<file path="src/common/mcu_pkg.sv">
//////////////////////////////
// MCU shared definitions
// Memory map, ISA and bus ids
//////////////////////////////

package mcu_pkg;

    // Memory geometry
    localparam int MEM_WORDS = 1024;
    localparam int ADDR_W = 10;

    // Reset and interrupt entry points, in words
    localparam int BOOT_WORD = 0;
    localparam int IRQ_VECTOR = 64;

    // Instruction word layout
    localparam int OPND_W = 16;
    localparam logic [3:0] BE_ALL = 4'b1111;

    // Opcodes live in bits 31:28
    typedef enum logic [3:0] {
        NOP  = 4'd0,
        LDI  = 4'd1,
        LD   = 4'd2,
        ST   = 4'd3,
        ADD  = 4'd4,
        SUB  = 4'd5,
        AND  = 4'd6,
        OR   = 4'd7,
        XOR  = 4'd8,
        SHL  = 4'd9,
        BEQZ = 4'd10,
        JMP  = 4'd11,
        WAIT = 4'd12,
        RETI = 4'd13,
        HALT = 4'd14
    } opcode_e;

    // Core sequencer
    typedef enum logic [2:0] {
        IDLE,
        FETCH,
        FETCH_WAIT,
        EXEC,
        MEM,
        MEM_WAIT,
        SLEEP,
        HALTED
    } cpu_state_e;

    // Arbiter masters, highest priority first
    typedef enum logic [1:0] {
        M_EXT   = 2'd0,
        M_DATA  = 2'd1,
        M_INSTR = 2'd2
    } master_e;

endpackage
</file>
<file path="src/common/obi_if.sv">
//////////////////////////////
// OBI request/response bundle
//////////////////////////////

`timescale 1ns/1ps

interface obi_if;
    import mcu_pkg::*;

    // Request side
    logic              req;
    logic              gnt;
    logic [ADDR_W-1:0] addr;
    logic              we;
    logic [3:0]        be;
    logic [31:0]       wdata;

    // Response side, one cycle after grant
    logic              rvalid;
    logic [31:0]       rdata;

    modport master (
        output req,
        output addr,
        output we,
        output be,
        output wdata,
        input  gnt,
        input  rvalid,
        input  rdata
    );

    modport slave (
        input  req,
        input  addr,
        input  we,
        input  be,
        input  wdata,
        output gnt,
        output rvalid,
        output rdata
    );

endinterface

</file>
<file path="src/cpu_subsystem/cpu_subsystem.sv">
//////////////////////////////
// Accumulator CPU core
// OBI fetch and data ports, sleep and irq entry
//////////////////////////////

`timescale 1ns/1ps

module cpu_subsystem (
    input  logic        clk_i,
    input  logic        rst_n_i,
    input  logic        fetch_enable_i,
    obi_if.master       instr_o,
    obi_if.master       data_o,
    input  logic [31:0] irq_i,
    output logic        irq_ack_o,
    output logic [4:0]  irq_id_o,
    output logic        core_sleep_o,
    output logic        core_halted_o
);
    import mcu_pkg::*;

    cpu_state_e        state_q;
    logic [ADDR_W-1:0] pc_q;
    logic [ADDR_W-1:0] ret_q;
    logic [31:0]       acc_q;
    logic [31:0]       ir_q;

    opcode_e           op;
    logic [OPND_W-1:0] opnd;
    logic [31:0]       imm;
    logic [ADDR_W-1:0] target;
    logic [ADDR_W-1:0] pc_next;
    logic              irq_take;
    logic [4:0]        irq_lowest;

    // Decode of the held instruction
    assign op      = opcode_e'(ir_q[31:28]);
    assign opnd    = ir_q[OPND_W-1:0];
    assign imm     = {{(32 - OPND_W){1'b0}}, opnd};
    assign target  = opnd[ADDR_W-1:0];
    assign pc_next = pc_q + 1'b1;

    // Instruction port only ever reads
    assign instr_o.req   = (state_q == FETCH);
    assign instr_o.addr  = pc_q;
    assign instr_o.we    = 1'b0;
    assign instr_o.be    = BE_ALL;
    assign instr_o.wdata = '0;

    // Data port, word accesses for LD and ST
    assign data_o.req   = (state_q == MEM);
    assign data_o.addr  = target;
    assign data_o.we    = (op == ST);
    assign data_o.be    = BE_ALL;
    assign data_o.wdata = acc_q;

    // Lowest set irq bit wins
    always_comb begin
        irq_lowest = '0;
        for (int i = 31; i >= 0; i--) begin
            if (irq_i[i]) begin
                irq_lowest = 5'(i);
            end
        end
    end

    // Interrupts are only taken from WAIT, so the ack lasts one cycle
    assign irq_take      = (state_q == SLEEP) && (|irq_i);
    assign irq_ack_o     = irq_take;
    assign irq_id_o      = irq_take ? irq_lowest : 5'd0;
    assign core_sleep_o  = (state_q == SLEEP);
    assign core_halted_o = (state_q == HALTED);

    // Sequencer, PC and accumulator
    always_ff @(posedge clk_i) begin
        if (!rst_n_i) begin
            state_q <= IDLE;
            pc_q    <= ADDR_W'(BOOT_WORD);
            acc_q   <= '0;
        end else begin
            case (state_q)
                IDLE: begin
                    if (fetch_enable_i) begin
                        state_q <= FETCH;
                        pc_q    <= ADDR_W'(BOOT_WORD);
                    end
                end
                FETCH: begin
                    if (instr_o.gnt) begin
                        state_q <= FETCH_WAIT;
                    end
                end
                FETCH_WAIT: begin
                    if (instr_o.rvalid) begin
                        state_q <= EXEC;
                    end
                end
                EXEC: begin
                    // PC moves on here, memory ops included
                    state_q <= FETCH;
                    pc_q    <= pc_next;
                    case (op)
                        LDI:     acc_q <= imm;
                        LD, ST:  state_q <= MEM;
                        ADD:     acc_q <= acc_q + imm;
                        SUB:     acc_q <= acc_q - imm;
                        AND:     acc_q <= acc_q & imm;
                        OR:      acc_q <= acc_q | imm;
                        XOR:     acc_q <= acc_q ^ imm;
                        SHL:     acc_q <= acc_q << opnd[4:0];
                        BEQZ: begin
                            if (acc_q == '0) begin
                                pc_q <= target;
                            end
                        end
                        JMP:     pc_q <= target;
                        WAIT:    state_q <= SLEEP;
                        RETI:    pc_q <= ret_q;
                        HALT:    state_q <= HALTED;
                        default: ;
                    endcase
                end
                MEM: begin
                    if (data_o.gnt) begin
                        state_q <= MEM_WAIT;
                    end
                end
                MEM_WAIT: begin
                    if (data_o.rvalid) begin
                        if (op == LD) begin
                            acc_q <= data_o.rdata;
                        end
                        state_q <= FETCH;
                    end
                end
                SLEEP: begin
                    if (irq_take) begin
                        pc_q    <= ADDR_W'(IRQ_VECTOR);
                        state_q <= FETCH;
                    end
                end
                HALTED:  ;
                default: state_q <= IDLE;
            endcase
        end
    end

    // Instruction register and return address
    always_ff @(posedge clk_i) begin
        if ((state_q == FETCH_WAIT) && instr_o.rvalid) begin
            ir_q <= instr_o.rdata;
        end
        // pc_q already points past WAIT
        if (irq_take) begin
            ret_q <= pc_q;
        end
    end

    // Stalled requests hold still until the arbiter grants
    a_instr_hold: assert property (@(posedge clk_i) disable iff (!rst_n_i)
        instr_o.req && !instr_o.gnt |=> instr_o.req && $stable(instr_o.addr))
        else $error("instr request changed before grant");

    a_data_hold: assert property (@(posedge clk_i) disable iff (!rst_n_i)
        data_o.req && !data_o.gnt |=> data_o.req &&
        $stable({data_o.addr, data_o.we, data_o.be, data_o.wdata}))
        else $error("data request changed before grant");

    a_ack_pulse: assert property (@(posedge clk_i) disable iff (!rst_n_i)
        irq_ack_o |=> !irq_ack_o)
        else $error("irq_ack_o held for more than one cycle");

endmodule

</file>
<file path="src/flat_wrapper.sv">
// flat-port wrapper written by rule: the top's interface ports become plain ports
module cpu_subsystem_flat import mcu_pkg::*;
  (clk_i, rst_n_i, fetch_enable_i, irq_i, irq_ack_o, irq_id_o, core_sleep_o, core_halted_o, instr_o_req, instr_o_addr, instr_o_we, instr_o_be, instr_o_wdata, instr_o_gnt, instr_o_rvalid, instr_o_rdata, data_o_req, data_o_addr, data_o_we, data_o_be, data_o_wdata, data_o_gnt, data_o_rvalid, data_o_rdata);
  obi_if instr_o_i ();
  obi_if data_o_i ();
  input  logic clk_i;
  input  logic rst_n_i;
  input  logic fetch_enable_i;
  input  logic [31:0] irq_i;
  output logic irq_ack_o;
  output logic [4:0] irq_id_o;
  output logic core_sleep_o;
  output logic core_halted_o;
  output wire logic [$bits(instr_o_i.req)-1:0] instr_o_req;
  output wire logic [$bits(instr_o_i.addr)-1:0] instr_o_addr;
  output wire logic [$bits(instr_o_i.we)-1:0] instr_o_we;
  output wire logic [$bits(instr_o_i.be)-1:0] instr_o_be;
  output wire logic [$bits(instr_o_i.wdata)-1:0] instr_o_wdata;
  input wire logic [$bits(instr_o_i.gnt)-1:0] instr_o_gnt;
  input wire logic [$bits(instr_o_i.rvalid)-1:0] instr_o_rvalid;
  input wire logic [$bits(instr_o_i.rdata)-1:0] instr_o_rdata;
  output wire logic [$bits(data_o_i.req)-1:0] data_o_req;
  output wire logic [$bits(data_o_i.addr)-1:0] data_o_addr;
  output wire logic [$bits(data_o_i.we)-1:0] data_o_we;
  output wire logic [$bits(data_o_i.be)-1:0] data_o_be;
  output wire logic [$bits(data_o_i.wdata)-1:0] data_o_wdata;
  input wire logic [$bits(data_o_i.gnt)-1:0] data_o_gnt;
  input wire logic [$bits(data_o_i.rvalid)-1:0] data_o_rvalid;
  input wire logic [$bits(data_o_i.rdata)-1:0] data_o_rdata;
  assign instr_o_req = instr_o_i.req;
  assign instr_o_addr = instr_o_i.addr;
  assign instr_o_we = instr_o_i.we;
  assign instr_o_be = instr_o_i.be;
  assign instr_o_wdata = instr_o_i.wdata;
  assign instr_o_i.gnt = instr_o_gnt;
  assign instr_o_i.rvalid = instr_o_rvalid;
  assign instr_o_i.rdata = instr_o_rdata;
  assign data_o_req = data_o_i.req;
  assign data_o_addr = data_o_i.addr;
  assign data_o_we = data_o_i.we;
  assign data_o_be = data_o_i.be;
  assign data_o_wdata = data_o_i.wdata;
  assign data_o_i.gnt = data_o_gnt;
  assign data_o_i.rvalid = data_o_rvalid;
  assign data_o_i.rdata = data_o_rdata;
  cpu_subsystem u_core (.clk_i(clk_i), .rst_n_i(rst_n_i), .fetch_enable_i(fetch_enable_i), .instr_o(instr_o_i), .data_o(data_o_i), .irq_i(irq_i), .irq_ack_o(irq_ack_o), .irq_id_o(irq_id_o), .core_sleep_o(core_sleep_o), .core_halted_o(core_halted_o));
endmodule
</file>
<file path="config.mk">
export PLATFORM = sky130hd
export DESIGN_NAME = cpu_subsystem_flat
export DESIGN_NICKNAME = d
export VERILOG_FILES = /design/src/common/mcu_pkg.sv /design/src/common/obi_if.sv /design/src/cpu_subsystem/cpu_subsystem.sv /design/src/flat_wrapper.sv
export SDC_FILE = /design/constraint.sdc
export NUM_CORES = 1
export LEC_CHECK = 0
export ABC_AREA = 0
export BUFFER_PORTS_ARGS = -buffer_cell sky130_fd_sc_hd__buf_2
export CORE_ASPECT_RATIO = 0.75
export CORE_MARGIN = 5
export CORE_UTILIZATION = 31
export CTS_CLUSTER_DIAMETER = 150
export CTS_CLUSTER_SIZE = 8
export DETAILED_ROUTE_END_ITERATION = 12
export PLACE_DENSITY = 0.49
export SLEW_MARGIN = 30
export SYNTH_ARGS = -nofsm -noshare
export SYNTH_HDL_FRONTEND = slang
export SYNTH_SLANG_ARGS = --single-unit
export TNS_END_PERCENT = 10
</file>
<file path="constraint.sdc">
create_clock -name clk_i -period 4.3 [get_ports clk_i]
set_clock_uncertainty 0.1 [all_clocks]
set_input_delay 0.215 -clock clk_i [delete_from_list [all_inputs] [get_ports clk_i]]
set_output_delay 0.215 -clock clk_i [all_outputs]
set_load 0.01 [all_outputs]
</file>
==> reports/metrics.yaml <==
drc: 0
grt_usage_pct: 21.2
antenna_found_initial: 0
num_vias: 9471
path_clk_slew_ps: 70
post_drt_wl_per_cell_um: 20.9
whs_ps: 13.6
synth_common_cells: "nor2_1, nand2_1, a21oi_1, o21ai_0, ha_1"
dr.pass1.iters: 5
gp_congestion: 0.952
cpMaxStageDelayCell: "edfxtp_1"
synthTopCellsByArea: "dfxtp_1, edfxtp_1, ha_1"
grt_pass1_vias: 8862
synth.distinct_cells: 92
core_area_um2: 28900
syn_inst: 1141
cts_made_buffers: 9
ys_ff_latch: 75
io_pins: 207
grt_max_degree: 36
regArea_um2: 1800
worstPathCellList: "buf_4 -> inv_2 -> ha_1 -> a31oi_2 -> o21ai_0 -> xnor2_1 -> ha_1 -> inv_1 -> nor3_2 -> nand3_1 -> buf_4 -> o32ai_1 -> nor2_2 -> a211oi_2 -> o41ai_2 -> buf_4 -> o41ai_2 -> a41o_1"
period_share_pct: 95.8
path_max_fanout: 5
wl_mm: 35.5
cts_buffer_depth: 2
design_area_um2: 10700
hold_viol_final: 0
portBuffers: 153
max-vdd-ir-drop_uv: 162
diodes: 0
fmax_ghz: 0.243
yosysSeqAreaShare_pct: 20.0
total_leakage_power_nw: 4.52
clk_latency_ps: 360
ys.flop_type: "dfxtp_1"
worst_slew_pin_slew_ps: 800
ctsRootBufferMaster: "clkbuf_16"
synthArstFlopShare_pct: 0
numClockSinks: 75
synth-edff-count: 30
place_hpwl_mm: 27.1
die_w_um: 207
final_antenna_net_count: 0
cts_tree: "done"
syn-cell-area_um2: 9000
worstSetupEndpointType: "flip-flop"
n_fill_cell: 3084
fp.dieH_um: 158
max_slew_margin_pct: 46.7
rows: 54
drv_slew: 0
finalNetCount: 1477
path_common_cell: "buf_4"
setup_violations: 0
grt_pass1_wl_mm: 53.4
yosysWarnings: 0
crit_type: "reg2reg"
yosysTopAreaCell: "dfxtp_1"
cp_slowest_stage_delay_ps: 420
status: "finished, final reports clean"
power_density_nw_per_um2: 197
grt.overflow.total: 0
period_minus_slack_ps: 4120
critPathRequiredTime_ps: 4510
initial_utilization_pct: 31.2
viasPerCell: 5.56
syn_to_final_growth_pct: 19.3
crit_arrival_ps: 4330
setup_tns_ps: 0
multi_input_area_um2: 6480
cp-start-kind: "flip-flop"
drive_gt1_share_pct: 23.2
synth_top_cell_area_share_pct: 10.0
htreeDepth: 3
die-area_um2: 32600
syn_avg_cell_area_um2: 7.88
yosysMostFrequentCell: "nor2_1"
drtIter0Drc: 961
max-cap-violations: 0
placed_cell_area_um2: 10100
hold_path_class: "in2reg"
logic make-up after synthesis:
logic type,share of synthesized area [%]
AO/OA/AOI/OAI,27.4
XOR/XNOR,3.89
adder cells (fa/ha/maj),9.54
buffers and inverters,10.5
flip-flops,20.0
multiplexers,9.46
other,0.0835
AND/OR/NAND/NOR,19.2
cell type report:
type                            instances  share of cell area [%]
Multi-Input combinational cell        929                    60.4
Sequential cell                        75                    16.8
Timing Repair Buffer                  235                    13.3
Tap cell                              392                    4.57
Clock buffer                           11                    2.17
Inverter                               56                    1.96
Clock inverter                          5                   0.805
critical path, delay by kind of cell (launching register included):
| kind | cells | cell delay, ps |
|---|---|---|
| and+or+nand+nor | 3 | 430 |
| AOI/OAI and AO/OA | 7 | 1720 |
| DFF | 1 | 420 |
| buffers and inverters | 5 | 620 |
| xor gates and xnor gates | 1 | 170 |
| adders and majority gates | 2 | 610 |
sequential cells by signal (all words and copies together) (netlist names):
register,count
u_core.data_o.wdata,32
u_core.instr_o.addr,10
u_core.ir_q,20
u_core.ret_q,10
u_core.state_q,3
report_power, final:
part           switching [W]  leakage, nW  internal, W
Combinational       0.000281         3.72     0.000190
Sequential         0.0000390        0.651     0.000758
Clock               0.000337        0.154     0.000513
Total               0.000657         4.52      0.00146
metrics by stage:
step	util (%)	cells	setup slack, ps	total power [W]
4_1_cts	36.9	1702	62.6	0.00214
3_3_place_gp	35.1	1666	71.6	0.00126
6_report	37.2	1703	179	0.00212
5_1_grt	37.2	1703	-2.14	0.00222
2_1_floorplan	-	1180	44.4	0.00112
3_5_place_dp	35.1	1666	98.5	0.00126
per-layer routing:
metal,routed length (µm),part of all wire (%),global-route usage (%)
met1,17200,48,32.3
met2,14500,41,29.8
met3,3290,9.3,6.14
met4,469,1.3,3.84
met5,0,0,0
final timing paths:
kind,startpoint,endpoint,slack [ps],cells after the start
max,u_core.ir_q[0],u_core.data_o.wdata[31],180,18
min,data_o_rdata[3],u_core.data_o.wdata[3],10,3
max reg2reg,u_core.ir_q[0],u_core.data_o.wdata[31],180,18
min reg2reg,u_core.instr_o.addr[9],u_core.ret_q[9],420,0
placed cells by master (no fill, tap or decap), types with 27 or more instances in the layout:
cell type and n:
nor2_1 105, xnor2_1 27, edfxtp_1 30, buf_4 62, inv_1 54, nand3_1 29, conb_1 41, a21oi_1 84
ha_1 66, nand2_1 99, dfxtp_1 45, buf_2 153, mux2i_1 31, o21ai_0 85
repair_timing:
action                                  4_1_cts  5_1_grt
hold buffers                                 20        0
endpoints found under the hold margin        20        0
gates resized for setup                       0       13
endpoints found under the setup margin        0        8
buffers inserted                              0        1
Power figures use the tool's default switching activity.
