### config.mk
export PLATFORM = sky130hd
export DESIGN_NAME = obi_arbiter_flat
export DESIGN_NICKNAME = d
export VERILOG_FILES = /design/src/common/mcu_pkg.sv /design/src/common/obi_if.sv /design/src/obi_arbiter.sv /design/src/flat_wrapper.sv
export SDC_FILE = /design/constraint.sdc
export NUM_CORES = 1
export LEC_CHECK = 0
export BUFFER_PORTS_ARGS = -buffer_cell sky130_fd_sc_hd__clkbuf_2
export CORE_AREA = 2 2 130 132
export DETAILED_ROUTE_END_ITERATION = 7
export DIE_AREA = 0 0 132 134
export HOLD_SLACK_MARGIN = 0.05
export PLACE_DENSITY = 0.52
export SLEW_MARGIN = 15
export SYNTH_ARGS = -nofsm -noshare
export SYNTH_HDL_FRONTEND = slang
export SYNTH_SLANG_ARGS = --single-unit
### constraint.sdc
create_clock -name clk_i -period 2.68 [get_ports clk_i]
set_input_delay 0.536 -clock clk_i [delete_from_list [all_inputs] [get_ports clk_i]]
set_output_delay 0.536 -clock clk_i [all_outputs]
set_load 0.01 [all_outputs]
### src/common/mcu_pkg.sv
//////////////////////////////
// MCU shared definitions
// Memory map, ISA and bus ids
//////////////////////////////

package mcu_pkg;

    // Memory geometry
    localparam int MEM_WORDS = 1024;
    localparam int ADDR_W = 10;

    // Reset and interrupt entry points, in words
    localparam int BOOT_WORD = 0;
    localparam int IRQ_VECTOR = 64;

    // Instruction word layout
    localparam int OPND_W = 16;
    localparam logic [3:0] BE_ALL = 4'b1111;

    // Opcodes live in bits 31:28
    typedef enum logic [3:0] {
        NOP  = 4'd0,
        LDI  = 4'd1,
        LD   = 4'd2,
        ST   = 4'd3,
        ADD  = 4'd4,
        SUB  = 4'd5,
        AND  = 4'd6,
        OR   = 4'd7,
        XOR  = 4'd8,
        SHL  = 4'd9,
        BEQZ = 4'd10,
        JMP  = 4'd11,
        WAIT = 4'd12,
        RETI = 4'd13,
        HALT = 4'd14
    } opcode_e;

    // Core sequencer
    typedef enum logic [2:0] {
        IDLE,
        FETCH,
        FETCH_WAIT,
        EXEC,
        MEM,
        MEM_WAIT,
        SLEEP,
        HALTED
    } cpu_state_e;

    // Arbiter masters, highest priority first
    typedef enum logic [1:0] {
        M_EXT   = 2'd0,
        M_DATA  = 2'd1,
        M_INSTR = 2'd2
    } master_e;

endpackage
### src/common/obi_if.sv
//////////////////////////////
// OBI request/response bundle
//////////////////////////////

`timescale 1ns/1ps

interface obi_if;
    import mcu_pkg::*;

    // Request side
    logic              req;
    logic              gnt;
    logic [ADDR_W-1:0] addr;
    logic              we;
    logic [3:0]        be;
    logic [31:0]       wdata;

    // Response side, one cycle after grant
    logic              rvalid;
    logic [31:0]       rdata;

    modport master (
        output req,
        output addr,
        output we,
        output be,
        output wdata,
        input  gnt,
        input  rvalid,
        input  rdata
    );

    modport slave (
        input  req,
        input  addr,
        input  we,
        input  be,
        input  wdata,
        output gnt,
        output rvalid,
        output rdata
    );

endinterface

### src/obi_arbiter.sv
//////////////////////////////
// Fixed-priority OBI arbiter
// Three masters onto one bank
//////////////////////////////

`timescale 1ns/1ps

module obi_arbiter (
    input  logic  clk_i,
    input  logic  rst_n_i,
    obi_if.slave  ext_i,
    obi_if.slave  data_i,
    obi_if.slave  instr_i,
    obi_if.master mem_o
);
    import mcu_pkg::*;

    master_e sel;
    master_e owner_q;

    // Priority: ext, data, instr
    always_comb begin
        if (ext_i.req) begin
            sel = M_EXT;
        end else if (data_i.req) begin
            sel = M_DATA;
        end else begin
            sel = M_INSTR;
        end
    end

    // Chosen master drives the bank
    always_comb begin
        mem_o.req = ext_i.req | data_i.req | instr_i.req;
        case (sel)
            M_EXT: begin
                mem_o.addr  = ext_i.addr;
                mem_o.we    = ext_i.we;
                mem_o.be    = ext_i.be;
                mem_o.wdata = ext_i.wdata;
            end
            M_DATA: begin
                mem_o.addr  = data_i.addr;
                mem_o.we    = data_i.we;
                mem_o.be    = data_i.be;
                mem_o.wdata = data_i.wdata;
            end
            default: begin
                mem_o.addr  = instr_i.addr;
                mem_o.we    = instr_i.we;
                mem_o.be    = instr_i.be;
                mem_o.wdata = instr_i.wdata;
            end
        endcase
    end

    assign ext_i.gnt   = ext_i.req && mem_o.gnt;
    assign data_i.gnt  = data_i.req && !ext_i.req && mem_o.gnt;
    assign instr_i.gnt = instr_i.req && !ext_i.req && !data_i.req && mem_o.gnt;

    // Owner of the response due next cycle
    always_ff @(posedge clk_i) begin
        if (!rst_n_i) begin
            owner_q <= M_EXT;
        end else if (mem_o.req && mem_o.gnt) begin
            owner_q <= sel;
        end
    end

    assign ext_i.rvalid   = mem_o.rvalid && (owner_q == M_EXT);
    assign data_i.rvalid  = mem_o.rvalid && (owner_q == M_DATA);
    assign instr_i.rvalid = mem_o.rvalid && (owner_q == M_INSTR);
    assign ext_i.rdata    = (owner_q == M_EXT) ? mem_o.rdata : '0;
    assign data_i.rdata   = (owner_q == M_DATA) ? mem_o.rdata : '0;
    assign instr_i.rdata  = (owner_q == M_INSTR) ? mem_o.rdata : '0;

    a_one_gnt: assert property (@(posedge clk_i) disable iff (!rst_n_i)
        $onehot0({ext_i.gnt, data_i.gnt, instr_i.gnt}))
        else $error("more than one master granted");

    // Responses go back only to last cycle's winner
    a_ext_rsp: assert property (@(posedge clk_i) disable iff (!rst_n_i)
        ext_i.rvalid |-> $past(ext_i.gnt))
        else $error("ext rvalid without grant");
    a_data_rsp: assert property (@(posedge clk_i) disable iff (!rst_n_i)
        data_i.rvalid |-> $past(data_i.gnt))
        else $error("data rvalid without grant");
    a_instr_rsp: assert property (@(posedge clk_i) disable iff (!rst_n_i)
        instr_i.rvalid |-> $past(instr_i.gnt))
        else $error("instr rvalid without grant");

endmodule

### src/flat_wrapper.sv
// flat-port wrapper written by rule: the top's interface ports become plain ports
module obi_arbiter_flat import mcu_pkg::*;
  (clk_i, rst_n_i, ext_i_req, ext_i_addr, ext_i_we, ext_i_be, ext_i_wdata, ext_i_gnt, ext_i_rvalid, ext_i_rdata, data_i_req, data_i_addr, data_i_we, data_i_be, data_i_wdata, data_i_gnt, data_i_rvalid, data_i_rdata, instr_i_req, instr_i_addr, instr_i_we, instr_i_be, instr_i_wdata, instr_i_gnt, instr_i_rvalid, instr_i_rdata, mem_o_req, mem_o_addr, mem_o_we, mem_o_be, mem_o_wdata, mem_o_gnt, mem_o_rvalid, mem_o_rdata);
  obi_if ext_i_i ();
  obi_if data_i_i ();
  obi_if instr_i_i ();
  obi_if mem_o_i ();
  input  logic clk_i;
  input  logic rst_n_i;
  input wire logic [$bits(ext_i_i.req)-1:0] ext_i_req;
  input wire logic [$bits(ext_i_i.addr)-1:0] ext_i_addr;
  input wire logic [$bits(ext_i_i.we)-1:0] ext_i_we;
  input wire logic [$bits(ext_i_i.be)-1:0] ext_i_be;
  input wire logic [$bits(ext_i_i.wdata)-1:0] ext_i_wdata;
  output wire logic [$bits(ext_i_i.gnt)-1:0] ext_i_gnt;
  output wire logic [$bits(ext_i_i.rvalid)-1:0] ext_i_rvalid;
  output wire logic [$bits(ext_i_i.rdata)-1:0] ext_i_rdata;
  input wire logic [$bits(data_i_i.req)-1:0] data_i_req;
  input wire logic [$bits(data_i_i.addr)-1:0] data_i_addr;
  input wire logic [$bits(data_i_i.we)-1:0] data_i_we;
  input wire logic [$bits(data_i_i.be)-1:0] data_i_be;
  input wire logic [$bits(data_i_i.wdata)-1:0] data_i_wdata;
  output wire logic [$bits(data_i_i.gnt)-1:0] data_i_gnt;
  output wire logic [$bits(data_i_i.rvalid)-1:0] data_i_rvalid;
  output wire logic [$bits(data_i_i.rdata)-1:0] data_i_rdata;
  input wire logic [$bits(instr_i_i.req)-1:0] instr_i_req;
  input wire logic [$bits(instr_i_i.addr)-1:0] instr_i_addr;
  input wire logic [$bits(instr_i_i.we)-1:0] instr_i_we;
  input wire logic [$bits(instr_i_i.be)-1:0] instr_i_be;
  input wire logic [$bits(instr_i_i.wdata)-1:0] instr_i_wdata;
  output wire logic [$bits(instr_i_i.gnt)-1:0] instr_i_gnt;
  output wire logic [$bits(instr_i_i.rvalid)-1:0] instr_i_rvalid;
  output wire logic [$bits(instr_i_i.rdata)-1:0] instr_i_rdata;
  output wire logic [$bits(mem_o_i.req)-1:0] mem_o_req;
  output wire logic [$bits(mem_o_i.addr)-1:0] mem_o_addr;
  output wire logic [$bits(mem_o_i.we)-1:0] mem_o_we;
  output wire logic [$bits(mem_o_i.be)-1:0] mem_o_be;
  output wire logic [$bits(mem_o_i.wdata)-1:0] mem_o_wdata;
  input wire logic [$bits(mem_o_i.gnt)-1:0] mem_o_gnt;
  input wire logic [$bits(mem_o_i.rvalid)-1:0] mem_o_rvalid;
  input wire logic [$bits(mem_o_i.rdata)-1:0] mem_o_rdata;
  assign ext_i_i.req = ext_i_req;
  assign ext_i_i.addr = ext_i_addr;
  assign ext_i_i.we = ext_i_we;
  assign ext_i_i.be = ext_i_be;
  assign ext_i_i.wdata = ext_i_wdata;
  assign ext_i_gnt = ext_i_i.gnt;
  assign ext_i_rvalid = ext_i_i.rvalid;
  assign ext_i_rdata = ext_i_i.rdata;
  assign data_i_i.req = data_i_req;
  assign data_i_i.addr = data_i_addr;
  assign data_i_i.we = data_i_we;
  assign data_i_i.be = data_i_be;
  assign data_i_i.wdata = data_i_wdata;
  assign data_i_gnt = data_i_i.gnt;
  assign data_i_rvalid = data_i_i.rvalid;
  assign data_i_rdata = data_i_i.rdata;
  assign instr_i_i.req = instr_i_req;
  assign instr_i_i.addr = instr_i_addr;
  assign instr_i_i.we = instr_i_we;
  assign instr_i_i.be = instr_i_be;
  assign instr_i_i.wdata = instr_i_wdata;
  assign instr_i_gnt = instr_i_i.gnt;
  assign instr_i_rvalid = instr_i_i.rvalid;
  assign instr_i_rdata = instr_i_i.rdata;
  assign mem_o_req = mem_o_i.req;
  assign mem_o_addr = mem_o_i.addr;
  assign mem_o_we = mem_o_i.we;
  assign mem_o_be = mem_o_i.be;
  assign mem_o_wdata = mem_o_i.wdata;
  assign mem_o_i.gnt = mem_o_gnt;
  assign mem_o_i.rvalid = mem_o_rvalid;
  assign mem_o_i.rdata = mem_o_rdata;
  obi_arbiter u_core (.clk_i(clk_i), .rst_n_i(rst_n_i), .ext_i(ext_i_i), .data_i(data_i_i), .instr_i(instr_i_i), .mem_o(mem_o_i));
endmodule
==> flow_metrics.env, run 1 <==
export IMPL_drt_total_wl_um=9910
export IMPL_start_util_pct=11.0
export IMPL_clk_path_buf_depth=2
export IMPL_finalHoldViolations=0
export IMPL_track_usage_pct=10.2
export IMPL_grt_pass1_vias=2719
export IMPL_postPlaceCellArea_sq_um=3640
export IMPL_slew_violations=0
export IMPL_rsz0062_at_grt="no"
export IMPL_worst_pin_slew_ns=0.371
export IMPL_worstHoldPathType="input pin to register"
export IMPL_fin_tns_setup_ns=0
export IMPL_largestRegisters="u_core.owner_q: 2 flops"
export IMPL_finalSetupViolCount=0
export IMPL_status="completed"
export IMPL_synth_edf_count=0
export IMPL_drive_gt1_share_pct=57.4
export IMPL_cts_made_buffers=3
export IMPL_final_setup_worst_slack_ns=0.497
export IMPL_grt_pass1_wl_um=14400
export IMPL_fin_nets=778
export IMPL_first_pass_iters=4
export IMPL_fin_crit_ns=2.18
export IMPL_drtAntennaViolNets=0
export IMPL_antenna_found_initial=0
export IMPL_finalClockSkew_ns=0
export IMPL_first_iter_violations=53
export IMPL_synth_distinct_cells=19
export IMPL_die_area_sq_um=17700
export IMPL_end_kind="output port"
export IMPL_antennaDiodeCount=0
export IMPL_fp_dieW_um=132
export IMPL_crit_type="input pin to output port"
export IMPL_syn2layout_area_growth_pct=107
export IMPL_leakage_nw=2.26
export IMPL_fillers=1859
export IMPL_root_buffer="clkbuf_16"
export IMPL_synth_commonest_cells="and2_1 (101), o21ai_0 (49), nand2_1 (48), mux2i_1 (47), buf_2 (9)"
export IMPL_path_max_fanout=35
export IMPL_post_cts_resized=0
export IMPL_regMostFlops="u_core.owner_q"
export IMPL_worst_path_max_delay_cell="buf_12"
export IMPL_die_height_um=134
export IMPL_synth_ff_type="dfxtp_1"
export IMPL_cts_sinks=2
export IMPL_finalCritPeriodShare_pct=81.4
export IMPL_syn_num_nets=462
export IMPL_drv_cap=0
export IMPL_clock_latency_ns=0.22
export IMPL_syn_area_sq_um=1800
export IMPL_fin_area_sq_um=3710
export IMPL_worst_path_buf_inv=3
export IMPL_async_reset_ff_share_pct=0
export IMPL_pre_cts_ws_ns=0.371
export IMPL_cp_data_arrival_time_ns=1.65
export IMPL_cts_max_level=1
export IMPL_slowest_delay_ns=0.28
export IMPL_holdWs_ns=0.562
export IMPL_synth_cells=282
export IMPL_vias=3005
export IMPL_synth_largest_type_area_fraction_pct=35.1
export IMPL_rows=47
export IMPL_fmax_ghz=0.458
export IMPL_power_density_nw_per_um2=219
export IMPL_ir_worst_vdd_v=0.0000921
export IMPL_yosysTopAreaCell="and2_1"
export IMPL_cp_start_kind="input pin"
export IMPL_largest_register_ffs=2
export IMPL_gp_congestion=0.803
export IMPL_post_cts_setup_buffers=0
export IMPL_cts_tree="built"
export IMPL_grt_overflow=0
export IMPL_synth_area_leaders="and2_1 (35%), mux2i_1 (26%), o21ai_0 (14%)"
export IMPL_core_area_sq_um=16300
export IMPL_viasPerCell=3.68
export IMPL_yosysMostFrequentCell="and2_1"
export IMPL_io_pins=330
export IMPL_hpwl_um=9030
export IMPL_route_detailed_drc=0
export IMPL_slew_headroom_pct=75.3
export IMPL_cts_hold_buf=0
export IMPL_routedWlPerCell_um=12.1
export IMPL_grt_max_degree=55
export IMPL_power_mw=0.813
export IMPL_crit_chain="buf_2, buf_12, mux2i_1, o21ai_0, clkbuf_2"
export IMPL_postSynthAreaPerCell_sq_um=6.38
export IMPL_yosysWarnings=0
export IMPL_critPathTopFamily="buffers and inverters"
export IMPL_io_buffers=329
export IMPL_cts_reportedPaths_clkPinSlew_ns=0.03
export IMPL_synth_ff_latch_count=2
export IMPL_synth_yosys_seq_area_share_pct=2.23
export IMPL_required_ns=2.14
per-layer routing:
| metal | wire length, um | track usage, % | up-vias | part of all wire, % |
|---|---|---|---|---|
| li1 | - | - | 1558 | - |
| met4 | 140 | 2.17 | 0 | 1.4 |
| met1 | 3770 | 11.3 | 1235 | 38 |
| met5 | 0 | 0 | - | 0 |
| met3 | 1120 | 3.25 | 8 | 11 |
| met2 | 4890 | 18.9 | 204 | 49 |
where the power goes:
part	switching, mW	leakage, nW	internal [mW]
Combinational	0.282	2.21	0.276
Clock	0.0324	0.0370	0.190
Sequential	0.00156	0.0164	0.0314
Total	0.315	2.26	0.498
worst register-to-register path, cell delays in order, from the launching register on:
cell     delay (ns)
dfxtp_1        0.33
and2_1         0.14
a22o_1         0.18
area by class of cell:
class	count	area, sq um	area share [%]
tap	220	275	7.41
clock buffer	3	75.1	2.02
timing repair buffer	337	1730	46.6
sequential	2	40.0	1.08
multi-input combinational	254	1590	42.9
cell families after synthesis:
logic type             Yosys count  share of synthesized area (%)
and+or+nand+nor                156                           48.0
AOI/OAI and AO/OA               51                           14.4
muxes                           47                           26.2
buffers and inverters           26                           9.19
DFF                              2                           2.23
final timing paths:
check,slack [ns],cells past startpoint,from,end
max,0.50,5,data_i_req,mem_o_wdata[0]
min,0.56,2,rst_n_i,u_core.owner_q[0]
max reg2reg,1.91,2,u_core.owner_q[0],u_core.owner_q[0]
min reg2reg,0.64,2,u_core.owner_q[1],u_core.owner_q[1]
through the flow:
step / cells / util [%]
4_1_cts: 816 / 22.8
3_3_place_gp: 813 / 22.3
2_1_floorplan: 282 / -
3_5_place_dp: 813 / 22.3
5_1_grt: 816 / 22.8
6_report: 816 / 22.8
cells in the final DEF, fill, tap and decap left out, types with 2 or more instances in the layout:
master	synthesis	routed
o21ai_0	49	49
and3b_1	2	2
and2_1	101	101
clkbuf_2	3	327
buf_12	0	2
nand2_1	48	48
dfxtp_1	2	2
buf_4	1	6
mux2i_1	47	47
clkbuf_16	0	3
buf_2	9	2
(Power assumes the default switching activity.)
==> inputs of run 2 (changes only) <==
--- a/config.mk
+++ b/config.mk
@@ -5,12 +5,13 @@
 export SDC_FILE = /design/constraint.sdc
 export NUM_CORES = 1
 export LEC_CHECK = 0
+export ABC_AREA = 1
 export BUFFER_PORTS_ARGS = -buffer_cell sky130_fd_sc_hd__clkbuf_2
-export CORE_AREA = 2 2 130 132
+export CORE_AREA = 2 2 129 131
 export DETAILED_ROUTE_END_ITERATION = 7
-export DIE_AREA = 0 0 132 134
+export DIE_AREA = 0 0 131 133
 export HOLD_SLACK_MARGIN = 0.05
-export PLACE_DENSITY = 0.52
+export PLACE_DENSITY = 0.51
 export SLEW_MARGIN = 15
 export SYNTH_ARGS = -nofsm -noshare
 export SYNTH_HDL_FRONTEND = slang
==> constraint.sdc (replaced) <==
create_clock -name clk_i -period 1.9 [get_ports clk_i]
set_input_delay 0.38 -clock clk_i [delete_from_list [all_inputs] [get_ports clk_i]]
set_output_delay 0.38 -clock clk_i [all_outputs]
set_load 0.01 [all_outputs]
==> flow_metrics.env, run 2 <==
export IMPL_status="completed"
export IMPL_synth_yosys_seq_area_share_pct=2.78
export IMPL_grt_pass1_vias=2740
export IMPL_drive_gt1_share_pct=53.6
export IMPL_finalClockSkew_ns=0
export IMPL_die_height_um=133
export IMPL_synth_edf_count=0
export IMPL_regMostFlops="u_core.owner_q"
export IMPL_finalSetupViolCount=0
export IMPL_synth_ff_latch_count=2
export IMPL_largestRegisters="u_core.owner_q: 2 flops"
export IMPL_drt_total_wl_um=9350
export IMPL_drtAntennaViolNets=0
export IMPL_final_util_pct=21.4
export IMPL_hpwl_um=7910
export IMPL_fmax_ghz=0.601
export IMPL_core_area_sq_um=16200
export IMPL_grt_max_degree=49
export IMPL_synth_simple_area_share_pct=53.5
export IMPL_finalHoldViolations=0
export IMPL_slowest_delay_ns=0.24
export IMPL_synth_ff_type="dfxtp_1"
export IMPL_route_detailed_drc=0
export IMPL_power_mw=1.10
export IMPL_viasPerCell=3.71
export IMPL_async_reset_ff_share_pct=0
export IMPL_required_ns=1.52
export IMPL_fin_crit_ns=1.66
export IMPL_synth_commonest_cells="nand2_1 (103), nor2_1 (101), a22oi_1 (47), inv_1 (41), clkbuf_1 (13)"
export IMPL_cp_start_kind="input pin"
export IMPL_crit_type="input pin to output port"
export IMPL_fin_tns_setup_ns=0
export IMPL_drv_cap=0
export IMPL_vias=3178
export IMPL_synth_area_leaders="nand2_1 (27%), nor2_1 (26%), a22oi_1 (24%)"
export IMPL_cts_tree="built"
export IMPL_post_cts_resized=0
export IMPL_critPathTopFamily="buffers and inverters"
export IMPL_post_cts_setup_buffers=0
export IMPL_regToRegSetupSlack_ns=1.31
export IMPL_cts_made_buffers=3
export IMPL_synth_compound_area_share_pct=25.2
export IMPL_yosysMostFrequentCell="nand2_1"
export IMPL_cts_reportedPaths_clkPinSlew_ns=0.03
export IMPL_synth_largest_type_area_fraction_pct=26.8
export IMPL_mostFrequentLayoutCell="clkbuf_2"
export IMPL_worst_path_max_delay_cell="buf_12"
export IMPL_cts_sinks=2
export IMPL_track_usage_pct=9.52
export IMPL_cp_data_arrival_time_ns=1.28
export IMPL_crit_chain="clkbuf_2, nor2_4, buf_12, a22oi_1, nand2_1, clkbuf_2"
export IMPL_synth_top_family_by_area="simple AND/OR/NAND/NOR gates"
export IMPL_leakage_nw=2.33
export IMPL_fp_dieW_um=131
export IMPL_muxShareOfSynthArea_pct=0
export IMPL_final_cell_mix="clkbuf_2 (329), nand2_1 (103), nor2_1 (99)"
export IMPL_cpMostUsedCell="clkbuf_2"
export IMPL_cts_hold_buf=0
export IMPL_rows=47
export IMPL_power_density_nw_per_um2=319
export IMPL_routedWlPerCell_um=10.9
export IMPL_clk_path_buf_depth=2
export IMPL_finalCritPeriodShare_pct=87.6
export IMPL_fin_area_sq_um=3450
export IMPL_yosysTopAreaCell="nand2_1"
export IMPL_io_buffers=329
export IMPL_postSynthAreaPerCell_sq_um=4.49
export IMPL_synth_cells=321
export IMPL_root_buffer="clkbuf_16"
export IMPL_die_area_sq_um=17400
export IMPL_grt_pass1_wl_um=13300
export IMPL_postPlaceCellArea_sq_um=3380
export IMPL_start_util_pct=8.91
export IMPL_grt_overflow=0
export IMPL_worst_path_buf_inv=3
export IMPL_path_max_fanout=46
export IMPL_yosys_area_share_xor_xnor_pct=0
export IMPL_clock_latency_ns=0.22
export IMPL_rsz0062_at_grt="no"
export IMPL_antennaDiodeCount=0
export IMPL_yosysWarnings=0
export IMPL_worstHoldPathType="input pin to register"
export IMPL_slew_violations=0
export IMPL_fin_nets=818
export IMPL_syn_area_sq_um=1440
export IMPL_gp_congestion=0.822
export IMPL_antenna_found_initial=1
export IMPL_slew_headroom_pct=75.5
export IMPL_end_kind="output port"
export IMPL_first_iter_violations=128
export IMPL_cts_max_level=1
export IMPL_synth_distinct_cells=10
export IMPL_syn2layout_area_growth_pct=140
export IMPL_worst_pin_slew_ns=0.368
export IMPL_largest_register_ffs=2
export IMPL_synthAdderAreaFrac_pct=0
export IMPL_ir_worst_vdd_v=0.000155
export IMPL_first_pass_iters=4
export IMPL_syn_num_nets=501
export IMPL_io_pins=330
## run 2: cell types whose count changed after synthesis, moves of 3 or more
cell,previous run,this run
a22oi_1,0,47
and2_1,101,0
buf_4,1,4
buf_6,5,0
clkbuf_1,7,13
clkbuf_2,3,0
inv_1,0,41
mux2i_1,47,0
nand2_1,48,103
nor2_1,0,101
o21ai_0,49,0
## run 2: final timing paths
path	from	endpoint	depth (start not counted)
min	rst_n_i	u_core.owner_q[0]	3
min reg2reg	u_core.owner_q[1]	u_core.owner_q[1]	2
max	ext_i_req	mem_o_wdata[10]	6
max reg2reg	u_core.owner_q[0]	u_core.owner_q[0]	2
## run 2: per-layer routing
layer	vias to the layer above	track usage (%)	wire length (um)
met5	-	0	13
met4	2	2.30	144
met3	12	1.33	766
met2	178	18.3	4820
met1	1361	10.8	3600
li1	1625	-	-
## run 2: cells by family after synthesis
logic type      Yosys count
flops                     2
buf+inv                  65
compound gates           49
simple gates            205
## run 2: tightest hold or removal path: stages
cell and delay [ns]:
clkbuf_2 0.08, inv_1 0.06, a21oi_1 0.04
## run 2: area by class of cell
type	count	area (sq um)
Tap cell	220	275
Inverter	41	154
Sequential cell	2	40.0
Clock buffer	3	75.1
Multi-Input combinational cell	254	1150
Timing Repair Buffer	336	1760
Fill cell	1850	12700
## run 2: metrics by stage
stage	hold WS, ns	setup slack, ns	std cells
finish	0.393	0.235	856
global route	0.416	0.153	856
CTS	0.396	0.247	856
detailed placement	0.479	0.245	853
global placement	0.477	0.252	853
floorplan	0.449	0.476	321
## run 2: report_power, final
part           total (mW)  switching, mW  internal [mW]
logic               0.742          0.398          0.344
registers          0.0448       0.000995         0.0438
clock network       0.314         0.0466          0.268
total                1.10          0.445          0.655
